### src/verilog/mem_bus_pkg.sv
package mem_bus_pkg;

    // width of a word and of a word address
    localparam int WORD_BITS = 16;

    // words carried by one memory line transfer
    localparam int LINE_WORDS = 4;

    // cpu data and addresses
    typedef logic [WORD_BITS-1:0] word_t;

    // word 0 sits in the low bits
    typedef logic [LINE_WORDS*WORD_BITS-1:0] line_t;

endpackage
### src/verilog/cache_geom_pkg.sv
package cache_geom_pkg;

    import mem_bus_pkg::*;

    // two ways per set
    localparam int NUM_SETS = 4;

    // address split into tag, index and offset from the top down
    localparam int OFFSET_BITS = $clog2(LINE_WORDS);
    localparam int INDEX_BITS = $clog2(NUM_SETS);
    localparam int TAG_BITS = WORD_BITS - INDEX_BITS - OFFSET_BITS;

    // statistics width
    localparam int COUNT_BITS = 16;

    typedef logic [OFFSET_BITS-1:0] offset_t;
    typedef logic [INDEX_BITS-1:0] index_t;
    typedef logic [TAG_BITS-1:0] tag_t;
    typedef logic [COUNT_BITS-1:0] count_t;

endpackage

### src/verilog/icache_ctrl.sv
`timescale 1ns/1ps

module icache_ctrl
    import mem_bus_pkg::*;
    import cache_geom_pkg::*;
(
    input  logic   clk,
    input  logic   reset_n,

    // cpu fetch port
    input  logic   cpu_valid,
    input  word_t  cpu_addr,
    output word_t  cpu_data,
    output logic   cpu_ready,

    // memory line port
    output logic   mem_read,
    output word_t  mem_addr,
    input  line_t  mem_line,
    input  logic   mem_ready,

    // tag store
    input  logic   hit_way1,
    input  logic   hit_way2,
    input  logic   victim_way2,
    output logic   touch,
    output logic   fill,
    output logic   fill_way2,

    // data store
    input  word_t  word_way1,
    input  word_t  word_way2,

    // statistics
    output count_t hit_count,
    output count_t access_count
);

    typedef enum logic {
        CHECK,
        ALLOCATE
    } state_t;

    state_t state;
    state_t next_state;

    logic    hit;
    logic    hit_resp;
    logic    miss;
    offset_t cpu_offset;
    word_t   fill_word;
    word_t   hit_word;

    assign cpu_offset = cpu_addr[OFFSET_BITS-1:0];
    assign hit        = hit_way1 || hit_way2;

    // hit answers in the lookup cycle
    assign hit_resp = (state == CHECK) && cpu_valid && hit;
    assign miss     = (state == CHECK) && cpu_valid && !hit;

    // line arrives, goes into the store and straight to the cpu
    assign fill  = (state == ALLOCATE) && mem_ready;
    assign touch = hit_resp;

    assign fill_word = mem_line[cpu_offset*WORD_BITS +: WORD_BITS];
    assign hit_word  = hit_way1 ? word_way1 : word_way2;

    assign cpu_ready = hit_resp || fill;
    assign cpu_data  = fill ? fill_word : hit_word;

    always_comb begin
        next_state = state;
        case (state)
            CHECK: begin
                if (miss) begin
                    next_state = ALLOCATE;
                end
            end
            ALLOCATE: begin
                if (mem_ready) begin
                    next_state = CHECK;
                end
            end
            default: begin
                next_state = CHECK;
            end
        endcase
    end

    always_ff @(posedge clk) begin
        if (!reset_n) begin
            state    <= CHECK;
            mem_read <= 1'b0;
        end else begin
            state <= next_state;
            if (miss) begin
                mem_read <= 1'b1;
            end else if (fill) begin
                mem_read <= 1'b0;
            end
        end
    end

    // request address and victim are held for the whole miss
    always_ff @(posedge clk) begin
        if (miss) begin
            mem_addr  <= {cpu_addr[WORD_BITS-1:OFFSET_BITS], {OFFSET_BITS{1'b0}}};
            fill_way2 <= victim_way2;
        end
    end

    // one access per cpu_ready pulse
    always_ff @(posedge clk) begin
        if (!reset_n) begin
            access_count <= '0;
            hit_count    <= '0;
        end else begin
            if (cpu_ready) begin
                access_count <= access_count + 1'b1;
            end
            if (hit_resp) begin
                hit_count <= hit_count + 1'b1;
            end
        end
    end

    a_ready_needs_valid: assert property (
        @(posedge clk) disable iff (!reset_n)
        cpu_ready |-> cpu_valid
    );

    // memory answers only an open request
    a_ready_needs_read: assert property (
        @(posedge clk) disable iff (!reset_n)
        mem_ready |-> mem_read
    );

endmodule

### src/verilog/icache_data_store.sv
`timescale 1ns/1ps

module icache_data_store
    import mem_bus_pkg::*;
    import cache_geom_pkg::*;
(
    input  logic    clk,
    input  index_t  index,
    input  offset_t offset,
    input  logic    fill,
    input  logic    fill_way2,
    input  line_t   fill_line,
    output word_t   word_way1,
    output word_t   word_way2
);

    line_t line_w1 [NUM_SETS];
    line_t line_w2 [NUM_SETS];

    // both ways read in parallel for the controller
    assign word_way1 = line_w1[index][offset*WORD_BITS +: WORD_BITS];
    assign word_way2 = line_w2[index][offset*WORD_BITS +: WORD_BITS];

    // whole line written on the fill cycle
    always_ff @(posedge clk) begin
        if (fill) begin
            if (fill_way2) begin
                line_w2[index] <= fill_line;
            end else begin
                line_w1[index] <= fill_line;
            end
        end
    end

    // memory must present a defined line with mem_ready
    a_fill_known: assert property (
        @(posedge clk)
        fill |-> !$isunknown(fill_line)
    );

endmodule

### src/verilog/icache_tag_store.sv
`timescale 1ns/1ps

module icache_tag_store
    import cache_geom_pkg::*;
(
    input  logic   clk,
    input  logic   reset_n,
    input  index_t index,
    input  tag_t   lookup_tag,
    input  logic   touch,
    input  logic   fill,
    input  logic   fill_way2,
    output logic   hit_way1,
    output logic   hit_way2,
    output logic   victim_way2
);

    tag_t tag_w1 [NUM_SETS];
    tag_t tag_w2 [NUM_SETS];

    logic [NUM_SETS-1:0] valid_w1;
    logic [NUM_SETS-1:0] valid_w2;
    // set when way 2 was used last
    logic [NUM_SETS-1:0] mru_w2;

    assign hit_way1 = valid_w1[index] && (tag_w1[index] == lookup_tag);
    assign hit_way2 = valid_w2[index] && (tag_w2[index] == lookup_tag);

    // empty way 1, then empty way 2, then the older way
    assign victim_way2 = valid_w1[index] && (!valid_w2[index] || !mru_w2[index]);

    // tag of the filled way
    always_ff @(posedge clk) begin
        if (fill) begin
            if (fill_way2) begin
                tag_w2[index] <= lookup_tag;
            end else begin
                tag_w1[index] <= lookup_tag;
            end
        end
    end

    always_ff @(posedge clk) begin
        if (!reset_n) begin
            valid_w1 <= '0;
            valid_w2 <= '0;
            mru_w2   <= '0;
        end else if (fill) begin
            if (fill_way2) begin
                valid_w2[index] <= 1'b1;
            end else begin
                valid_w1[index] <= 1'b1;
            end
            mru_w2[index] <= fill_way2;
        end else if (touch) begin
            mru_w2[index] <= hit_way2;
        end
    end

    // a line is only ever filled on a miss, so one tag lives in at most one way
    a_single_hit: assert property (
        @(posedge clk) disable iff (!reset_n)
        !(hit_way1 && hit_way2)
    );

endmodule

### src/verilog/icache_top.sv
`timescale 1ns/1ps

module icache_top
    import mem_bus_pkg::*;
    import cache_geom_pkg::*;
(
    input  logic   clk,
    input  logic   reset_n,
    input  logic   cpu_valid,
    input  word_t  cpu_addr,
    output word_t  cpu_data,
    output logic   cpu_ready,
    output logic   mem_read,
    output word_t  mem_addr,
    input  line_t  mem_line,
    input  logic   mem_ready,
    output count_t hit_count,
    output count_t access_count
);

    // address fields
    tag_t    addr_tag;
    index_t  addr_index;
    offset_t addr_offset;

    logic  hit_way1;
    logic  hit_way2;
    logic  victim_way2;
    logic  touch;
    logic  fill;
    logic  fill_way2;
    word_t word_way1;
    word_t word_way2;

    assign addr_tag    = cpu_addr[WORD_BITS-1 -: TAG_BITS];
    assign addr_index  = cpu_addr[OFFSET_BITS +: INDEX_BITS];
    assign addr_offset = cpu_addr[OFFSET_BITS-1:0];

    icache_ctrl u_ctrl (
        .clk          (clk),
        .reset_n      (reset_n),
        .cpu_valid    (cpu_valid),
        .cpu_addr     (cpu_addr),
        .cpu_data     (cpu_data),
        .cpu_ready    (cpu_ready),
        .mem_read     (mem_read),
        .mem_addr     (mem_addr),
        .mem_line     (mem_line),
        .mem_ready    (mem_ready),
        .hit_way1     (hit_way1),
        .hit_way2     (hit_way2),
        .victim_way2  (victim_way2),
        .touch        (touch),
        .fill         (fill),
        .fill_way2    (fill_way2),
        .word_way1    (word_way1),
        .word_way2    (word_way2),
        .hit_count    (hit_count),
        .access_count (access_count)
    );

    icache_tag_store u_tag_store (
        .clk         (clk),
        .reset_n     (reset_n),
        .index       (addr_index),
        .lookup_tag  (addr_tag),
        .touch       (touch),
        .fill        (fill),
        .fill_way2   (fill_way2),
        .hit_way1    (hit_way1),
        .hit_way2    (hit_way2),
        .victim_way2 (victim_way2)
    );

    // line comes straight from memory
    icache_data_store u_data_store (
        .clk       (clk),
        .index     (addr_index),
        .offset    (addr_offset),
        .fill      (fill),
        .fill_way2 (fill_way2),
        .fill_line (mem_line),
        .word_way1 (word_way1),
        .word_way2 (word_way2)
    );

endmodule

### config.mk
export PLATFORM = sky130hd
export DESIGN_NAME = icache_top
export DESIGN_NICKNAME = d
export VERILOG_FILES = /design/src/verilog/mem_bus_pkg.sv /design/src/verilog/cache_geom_pkg.sv /design/src/verilog/icache_ctrl.sv /design/src/verilog/icache_data_store.sv /design/src/verilog/icache_tag_store.sv /design/src/verilog/icache_top.sv
export SDC_FILE = /design/constraint.sdc
export NUM_CORES = 1
export LEC_CHECK = 0
export ABC_AREA = 1
export BUFFER_PORTS_ARGS = -buffer_cell sky130_fd_sc_hd__buf_2
export CORE_MARGIN = 3
export CORE_UTILIZATION = 35
export CTS_BUF_LIST = sky130_fd_sc_hd__clkbuf_2
export CTS_CLUSTER_DIAMETER = 80
export CTS_CLUSTER_SIZE = 24
export DETAILED_ROUTE_END_ITERATION = 6
export PLACE_DENSITY_LB_ADDON = 0.12
export SLEW_MARGIN = 0
export SYNTH_ARGS = -nofsm -noshare
export SYNTH_HDL_FRONTEND = slang
export SYNTH_SLANG_ARGS = --single-unit
### constraint.sdc
create_clock -name clk -period 7.2 [get_ports clk]
set_clock_uncertainty 0.05 [all_clocks]
set_input_delay 0 -clock clk [delete_from_list [all_inputs] [get_ports clk]]
set_output_delay 0 -clock clk [all_outputs]
set_load 0.05 [all_outputs]
## Yosys cells after proc, flatten, opt, wreduce, memory -nomap -nowiden

Memories as Yosys holds them, arrays and structs flattened.
Cells that the tools add are included.
Widths: inputs -> output; s select.

| storage, ports and cells | value |
|---|---|
| memory bits (writable) | 608 |
| word-level logic and storage cells | 69 |
| output and inout bits | 66 |
| memories | 4 |
| register bits after elaboration | 61 |
| input port bits | 84 |

| cells by class | value |
|---|---|
| eq/ne operators | 2 |
| $lt $le $gt $ge | 2 |
| bitwise operators | 4 |
| reduce and logical (&&, ||, !) cells | 18 |
| $add $sub $neg | 2 |
| muxes and demuxes | 25 |
| shift-type cells | 3 |

Memory list:

| name | words | bits a word | read ports | clocked after Yosys merged registers in | write ports | RTL line | source |
|---|---|---|---|---|---|---|---|
| u_data_store.line_w1 | 4 | 64 | 1 | 0 | 1 | icache_data_store.sv:17 | `line_t line_w1 [NUM_SETS];` |
| u_data_store.line_w2 | 4 | 64 | 1 | 0 | 1 | icache_data_store.sv:18 | `line_t line_w2 [NUM_SETS];` |
| u_tag_store.tag_w1 | 4 | 12 | 1 | 0 | 1 | icache_tag_store.sv:18 | `tag_t tag_w1 [NUM_SETS];` |
| u_tag_store.tag_w2 | 4 | 12 | 1 | 0 | 1 | icache_tag_store.sv:19 | `tag_t tag_w2 [NUM_SETS];` |

Operators with widths:

| kind | count |
|---|---|
| $shiftx 64x7->16 | 3 |
| $add 16x1->16 const B | 2 |
| $mux 16 | 2 |
| $eq 12x12->1 | 2 |
| $mux 1 | 14 |
| $bwmux 4 | 2 |
| $logic_and 1x1->1 | 8 |
| $mux 4 | 2 |
| $or 4x4->4 | 2 |
| $bmux 1 s2 | 3 |
| $reduce_and 2->1 | 2 |
| $reduce_bool 2->1 | 2 |
| $logic_not 1->1 | 3 |
| $logic_or 1x1->1 | 3 |
| $lt 2x3->1 const B | 1 |
| $demux 1 s2 | 1 |
| $ge 2x1->1 const B | 1 |
| $not 1->1 | 2 |
| $pmux 1 s2 | 1 |

## Logic depth before layout (Yosys ltp)

Gate-level depths: netlist of run 1.

| depth | value |
|---|---|
| depth after elaboration | 8 |
| gate-level depth with buffers | 21 |
| gate-level depth less buffers | 17 |

## Cells and area by module

A second synthesis of run 1 with hierarchy kept.

| second synthesis, totals | value |
|---|---|
| cell total of the unflattened synthesis | 2,721 |
| area, all modules | 28,489.8 sq um |

Modules (own cells, without submodules):

| module | sequential area each (sq um) | area each (sq um) | cells an instance | instances |
|---|---|---|---|---|
| icache_data_store | 15,374.7 | 20,898.8 | 1,848 | 1 |
| icache_tag_store | 3,123.0 | 4,576.9 | 430 | 1 |
| icache_ctrl | 1,131.1 | 3,014.1 | 443 | 1 |

## Worst setup path after synthesis of run 1

OpenSTA, ideal clock, no wires.

| path | value |
|---|---|
| path type | input port to flip-flop |
| start | in cpu_addr[2] |
| end | reg u_tag_store.mru_w2[0] |
| slack | 2.209 ns |
| required time | 7.086 ns |
| stages | 12 |
| data arrival time | 4.877 ns |
| path buffers | 3 |
| setup time | 0.064 ns |
| path through | buf_6 nor2_2 clkbuf_1 clkbuf_1 inv_1 nor2_1 inv_1 nand2_1 inv_1 nand3_1 nand2_1 nor2_1 |

| on the way | value |
|---|---|
| longest elaborated chain between the ends | 7 |
| elaborated cells between the ends (all ways) | 22 |
| classes of those cells | order compare: 2; eq/ne: 2; mux: 10; reduce/logical: 6; memory: 2 |

RTL lines:

| element | RTL line | source |
|---|---|---|
| from (decl) | icache_top.sv:10 | `input word_t cpu_addr,` |
| $lt 2x3->1 (implied by the code) or $ge 2x1->1 (tied branches) | icache_tag_store.sv:54, icache_tag_store.sv:56 |  |
| $logic_and 1x1->1 (implied by the code) | icache_tag_store.sv:54, icache_tag_store.sv:56 |  |
| $mux 1 (implied by the code) | icache_tag_store.sv:54, icache_tag_store.sv:56 |  |
| $demux 1 s2 | -- |  |
| $bwmux 4 | icache_tag_store.sv:56 | `mru_w2[index] <= hit_way2;` |
| $mux 4 | icache_tag_store.sv:55 | `end else if (touch) begin` |
| $mux 4 | icache_tag_store.sv:48 | `end else if (fill) begin` |
| to (signal, indexed assignment) | icache_tag_store.sv:54 | `mru_w2[index] <= fill_way2;` |
| to (signal, indexed assignment) | icache_tag_store.sv:56 |  |
| to (decl) | icache_tag_store.sv:24 | `logic [NUM_SETS-1:0] mru_w2;` |

Several ways; a longest one is shown, not always the timed one. The select of a mux whose other input is x is not followed.
A chain may end at the register's enable or synchronous reset.

## Final worst setup path of run 1

| path | value |
|---|---|
| start | in cpu_addr[2] |
| end | out cpu_data[3] |

| on the way | value |
|---|---|
| longest elaborated chain between the ends | 5 |
| elaborated cells between the ends (all ways) | 11 |
| classes of those cells | eq/ne: 1; shift: 2; mux: 4; reduce/logical: 1; memory: 3 |

RTL lines:

| element | RTL line | source |
|---|---|---|
| parallel branches: the longest is 3 deep, another holds $mem_v2 4x64 | -- |  |
| $mux 16 * | icache_ctrl.sv:66 | `assign hit_word = hit_way1 ? word_way1 : word_way2;` |
| $mux 16 * | icache_ctrl.sv:69 | `assign cpu_data = fill ? fill_word : hit_word;` |
| to (decl) | icache_top.sv:11 | `output word_t cpu_data,` |

Every way passes the cells marked *. The select of a mux whose other input is x is not followed.

==> results.txt, run 1 <==
outcome: finished, final reports clean
CTS Buf Count: 41
Fmax: 181.0 MHz
Slew HR: 0.2404
Via density: 5.156
CTS root buf: clkbuf_2
final instance area: 31800 um^2
Final ANT Viol Nets: 0
clk sink count: 669
WHS: 0.1639 ns
Leak Pwr: 11.65 nW
initial antenna violation count: 11
DR iter-0 viols: 1675
total iterations of the first detailed-routing run: 5
# resized after CTS: 0
period utilization: 0.7673
Netlist cell types: 33
post-synthesis sequential area ratio: 0.7068
# DRC: 0
area of the multi-input gates: 7315 um^2
CORE AREA: 77980 um^2
Avg WL per Cell: 22.89 um
final wirelength: 86070 um
Total Routing Usage GR: 0.2053
type of the worst setup path: primary input to primary output
worst skew pair latency: 1.16 ns
grt total ovfl: 0
Hold Vio Cnt, Final: 0
most frequent cell after synthesis: nand2_1
max-slew violation count: 0
vias in the first global route: 19090
die width: 287.7 um
synth top area cells: edfxtp_1 (67%), nand2_1 (10%), a22oi_1 (5.2%), nand3_1 (4.8%), dfxtp_1 (3.3%)
worst-margin pin slew: 1.137 ns
Nets: 2774
met3 Track Usage GR: 0.04402
Mapped Area: 27770 um^2
PortBufs: 147
EDFF count, synth: 623
synthesized instance count: 2426
setup TNS: 0 ns
Post-CTS Setup Inserts: 0
crit-path max FO: 65
Post-synth top cells: nand2_1 (762), edfxtp_1 (623), nand3_1 (268)
worst min path class: primary input to flop
Fill cells: 7533
kind of end point of the critical path: primary output
Post-DP Area: 29530 um^2
GR Layer Usage met1: 0.2777
Avg Inst Size Synth: 11.45 um^2
CP required: 7.15 ns
maximum number of pins on one net before global-route repair: 136
Clock Path Buffers: 3
Pwr Density: 207.9 nW/um^2
via count: 19390
top_reg_cell synth: edfxtp_1
maxcap violations: 0
Arr. time, crit path: 5.47 ns
Row Count: 102
Worst VDD drop: 152.4 uV
crit start category: primary input
gpl congestion: 0.8561
fin crit period: 5.524 ns
Yosys reg bits: 669
first-pass GRT wire length: 127400 um
Die Ht: 287.7 um
share of cells above drive strength 1: 0.1054
Setup violations, final: 0
Ys Warns: 0
CTS tree: done
Starting Density: 0.3562
Synth top area share: 0.6736
final HPWL from detailed placement: 47830 um
IO Pins: 150
GRT busiest layer: met2
Post-synth ARST share: 0
H-tree Lvls: 2
leading area contributor after synthesis: edfxtp_1
Sequential Area: 19630 um^2
synth-to-layout area growth: 14.49%
Die ar.: 82760 um^2
RSZ-0062 raised after global routing: false
Worst-path clk slew: 0.36 ns
met2 GRT Util: 0.3360
hold_buf cts: 171
-- stage by stage --
stage	std cells	util	worst slack, ns	total power [mW]
final	3761	0.4078	1.676	6.611
after global placement	3514	0.3787	2.563	4.970
after CTS	3753	0.4075	1.695	6.687
after global routing	3755	0.4076	1.285	6.874
after floorplan	2427	-	2.209	4.723
after detailed placement	3514	0.3787	2.554	4.969
-- cells in the final DEF, fill, tap and decap left out, drive strengths merged --
cell type,n
nand2,775
ha,2
nand3b,6
a22oi,194
xnor2,5
nor2,214
clkbuf,43
clkinv,7
and3,1
dlygate4sd3,171
inv,86
buf,177
nor3,13
clkinvlp,3
dfxtp,46
o21bai,1
conb,2
nor4,7
nand4,6
a21boi,1
xor2,13
bufinv,3
nand3,268
diode,8
edfxtp,623
o21ai,8
a21oi,38
-- layer usage --
metal	share of wire	up-vias	routed length, um
li1	-	9055	-
met1	0.44	9632	38060
met2	0.47	580	40210
met3	0.067	115	5735
met4	0.023	8	2016
met5	0.00057	-	49
-- state kept, by name, indices dropped and copies added, names as in the netlist, 4 cells and up --
name and flops:
u_data_store.line_w1 256, u_tag_store.tag_w2 48, u_ctrl.hit_count 16, u_ctrl.access_count 16, u_tag_store.valid_w2 4, u_tag_store.tag_w1 48, u_data_store.line_w2 256, u_ctrl.mem_addr 14
u_tag_store.valid_w1 4, u_tag_store.mru_w2 4
-- critical path, cell delays in order --
cell           delay, ns
dlygate4sd3_1       0.52
buf_2               0.41
dlygate4sd3_1       0.65
buf_4               0.37
inv_6               0.23
nand2_1             0.11
nand2_1             0.05
nand2_1             0.07
nand2_1             0.06
nand2_1             0.13
nand2_1             0.08
nor2_1              0.09
nand2_1             0.09
nor2_4              0.85
nand2_2             0.07
buf_4               0.49
nand2_1             0.44
nand3_1             0.14
nand2_1             0.10
nand2_1             0.06
nand2_1             0.05
nand2_1             0.10
buf_2               0.23
-- where the power goes --
part	internal, mW	switching, mW
Combinational	0.200	0.486
Sequential	4.28	0.00808
Clock	0.347	1.29
-- cells by family (layout without fill, tap and decap cells) --
family / after synthesis / count (layout) / synth area share
AOI/OAI and AO/OA: 242 / 242 / 0.06249
xor gates and xnor gates: 18 / 18 / 0.005677
DFF: 669 / 669 / 0.7068
other: 1 / 10 / 0.0001350
and+or+nand+nor: 1290 / 1290 / 0.1907
buffers and inverters: 204 / 490 / 0.03329
adders and majority gates: 2 / 2 / 0.0009009
-- area by class of cell --
cell class / instances / share of cell area
antenna: 8 / 0.0006296
clock buffer: 43 / 0.006768
clock inverter: 25 / 0.01003
multi-input combinational: 1554 / 0.2300
tap: 1040 / 0.04092
sequential: 669 / 0.6173
inverter: 74 / 0.009050
timing repair buffer: 348 / 0.08523
-- path summary, 6_finish.rpt --
kind | startpoint | to | slack, ns | cells after the start
max reg2reg | u_tag_store.tag_w1[1][2] | u_ctrl.hit_count[2] | 3.73 | 15
min reg2reg | u_tag_store.valid_w2[2] | u_tag_store.valid_w2[2] | 0.45 | 2
max | cpu_addr[2] | cpu_data[3] | 1.68 | 23
min | cpu_addr[15] | u_tag_store.mru_w2[1] | 0.16 | 14
Power figures use the tool's default switching activity.
==> inputs of run 2 (changes only) <==
ABC_AREA = 0   (was 1)
clock period = 4.7 ns   (was 7.2 ns; I/O delays follow)
==> run 2 against run 1 <==
  * Cell area down 1.9%
  * Total power up 51%
  * Core utilization up 0.99 points
  * Final cell count down 26%
  * Count of clock-buffer cells in the layout up 1
  * Routed wire length down 17%
  * Synthesized cell count down 40%
  * Clock power up 53%
  * Sequential share of layout area up 1.2 points
  * First-iteration DRC count down 34%
  * Largest cell class unchanged
  * Largest power group unchanged
==> results.txt, run 2 <==
outcome: finished, final reports clean
synthesized instance count: 1451
most common cell after layout, fill and taps aside: edfxtp_1
met3 Track Usage GR: 0.03015
EDFF count, synth: 623
worst min path class: primary input to flop
Netlist cell types: 50
GR Layer Usage met1: 0.2416
most frequent cell after synthesis: edfxtp_1
Fmax: 221.8 MHz
Ys Warns: 0
CP delay by family, top: compound AO/OA/AOI/OAI gates
type of the worst setup path: flop to primary output
Register-to-Register Path Depth: 13
Overall Power: 9.969 mW
RSZ-0062 raised after global routing: true
first-pass GRT wire length: 104300 um
most frequent cells in the layout: edfxtp_1 (623), dlygate4sd3_1 (171), mux4_2 (148), buf_2 (129), nand2_1 (127)
Inst Count DP: 2520
final HPWL from detailed placement: 38000 um
PortBufs: 147
CORE AREA: 74700 um^2
Worst VDD drop: 160.6 uV
synth-to-layout area growth: 17.88%
clk sink count: 669
CTS Buf Count: 40
Row Count: 100
H-tree Lvls: 2
worst path bufs/invs: 1
Critical path origin: u_tag_store.tag_w1[3][0]
IO Pins: 150
post-synthesis sequential area ratio: 0.7417
leading area contributor after synthesis: edfxtp_1
Arr. time, crit path: 4.46 ns
Hold Crit Start: mem_line[10]
Final ANT Viol Nets: 0
crit start category: flop
Slew HR: 0.3134
synth top area cells: edfxtp_1 (71%), mux4_2 (13%), dfxtp_1 (3.5%), nand2_1 (1.9%), o21ai_0 (1.3%)
Die Ht: 281.0 um
# DRC: 0
kind of end point of the critical path: primary output
CTS tree: done
Leak Pwr: 9.937 nW
worst skew pair latency: 1.18 ns
Mapped Area: 26470 um^2
fin crit period: 4.509 ns
Post-synth ARST share: 0
worst path cell trace: mux4_2 > xor2_1 > or4_4 > a221o_1 > o21ai_0 > a21oi_1 > o31ai_1 > o32a_1 > buf_6
Hold Vio Cnt, Final: 0
grt total ovfl: 0
Die ar.: 78950 um^2
total iterations of the first detailed-routing run: 5
Fill cells: 6768
top_reg_cell synth: edfxtp_1
CP required: 4.65 ns
hold path depth: 3
crit path max-delay cell type: or4_4
Total Routing Usage GR: 0.1795
via count: 14690
DR iter-0 viols: 1103
die width: 281.0 um
post-route insts no fill: 2769
setup TNS: 0 ns
Avg WL per Cell: 25.88 um
crit-path max FO: 4
Nets: 1854
Yosys reg bits: 669
CP max stage delay: 0.56 ns
initial antenna violation count: 14
maxcap violations: 0
GRT busiest layer: met2
Critical R2R Launch: u_tag_store.tag_w1[3][0]
met2 GRT Util: 0.3078
vias in the first global route: 15100
share of cells above drive strength 1: 0.2497
Post-synth top cells: edfxtp_1 (623), mux4_2 (148), nand2_1 (131)
Synth top area share: 0.7069
max-slew violation count: 0
Setup violations, final: 0
Regs by FF count: u_data_store.line_w1 (256), u_data_store.line_w2 (256)
Pwr Density: 319.5 nW/um^2
period utilization: 0.9593
maximum number of pins on one net before global-route repair: 78
Via density: 5.304
worst-margin pin slew: 1.030 ns
Worst-path clk slew: 0.42 ns
WHS: 0.1843 ns
final wirelength: 71650 um
Critical Path Stages: 9
Starting Density: 0.3543
gpl congestion: 0.7302
Clock Path Buffers: 3
CTS root buf: clkbuf_2
Avg Inst Size Synth: 18.24 um^2
==> run 2: cell types whose count changed after synthesis, moves of 61 or more <==
cell	change
a22oi_1	-194
nand3_1	-254
o21ai_0	+61
nor2_1	-136
nand2_1	-631
inv_1	-61
mux4_2	+148
==> run 2: final cells by class <==
class	instances	area [um^2]	area share
inverters	9	33.78	0.001083
clock inverters	24	311.5	0.009986
well taps	969	1212	0.03886
diodes	6	15.01	0.0004813
clock buffers	44	220.2	0.007058
flip-flops and latches	669	19630	0.6292
repair buffers	364	3113	0.09978
multi-input cells	684	6664	0.2136
==> run 2: cell families after synthesis <==
family / synth area share
flip-flops: 0.7417
other: 0.0001417
XOR/XNOR: 0.01489
AND/OR/NAND/NOR: 0.04657
multiplexers: 0.1313
AO/OA/AOI/OAI: 0.04879
buffers and inverters: 0.01565
adder cells (fa/ha/maj): 0.0009454
==> run 2: routing by layer <==
layer	vias to the layer above	part of all wire
met5	-	0.0010
met4	14	0.019
met3	88	0.042
met2	309	0.50
met1	7781	0.44
li1	6495	-
==> run 2: path summary, 6_finish.rpt <==
check        slack (ns)                           to
min reg2reg        0.45      u_tag_store.valid_w2[1]
max reg2reg        0.60                 u_ctrl.state
max                0.19                  cpu_data[3]
min                0.18  u_data_store.line_w2[0][10]
==> run 2: stage by stage <==
stage | instance area (um^2) | setup slack (ns) | utilization
3_5_place_dp | 28620 | 1.100 | 0.3831
2_1_floorplan | 26510 | -0.6542 | -
6_report | 31200 | 0.1913 | 0.4177
4_1_cts | 31080 | -0.01560 | 0.4161
5_1_grt | 31190 | -0.06080 | 0.4176
3_3_place_gp | 28620 | 1.068 | 0.3831
==> run 2: worst register-to-register path: cells and delay by family, from the launching register on <==
family,cells,cell delay [ns]
AOI/OAI and AO/OA,2,0.41
xor gates and xnor gates,1,0.15
buffers and inverters,5,1.66
DFF,1,0.44
muxes,1,0.48
and+or+nand+nor,4,0.92
==> run 2: timing repair <==
action,in CTS,in global routing
endpoints found under the setup margin,16,15
hold buffers,171,0
pin swaps,8,8
resized for setup,42,23
hold endpoints to repair,905,0
setup buffers,3,0
gates cloned,1,1
==> run 2: power by group <==
part           internal (mW)  switching [mW]  total (mW)
logic                  0.362           0.538       0.900
clock network          0.570            1.92        2.49
registers               6.56          0.0133        6.58
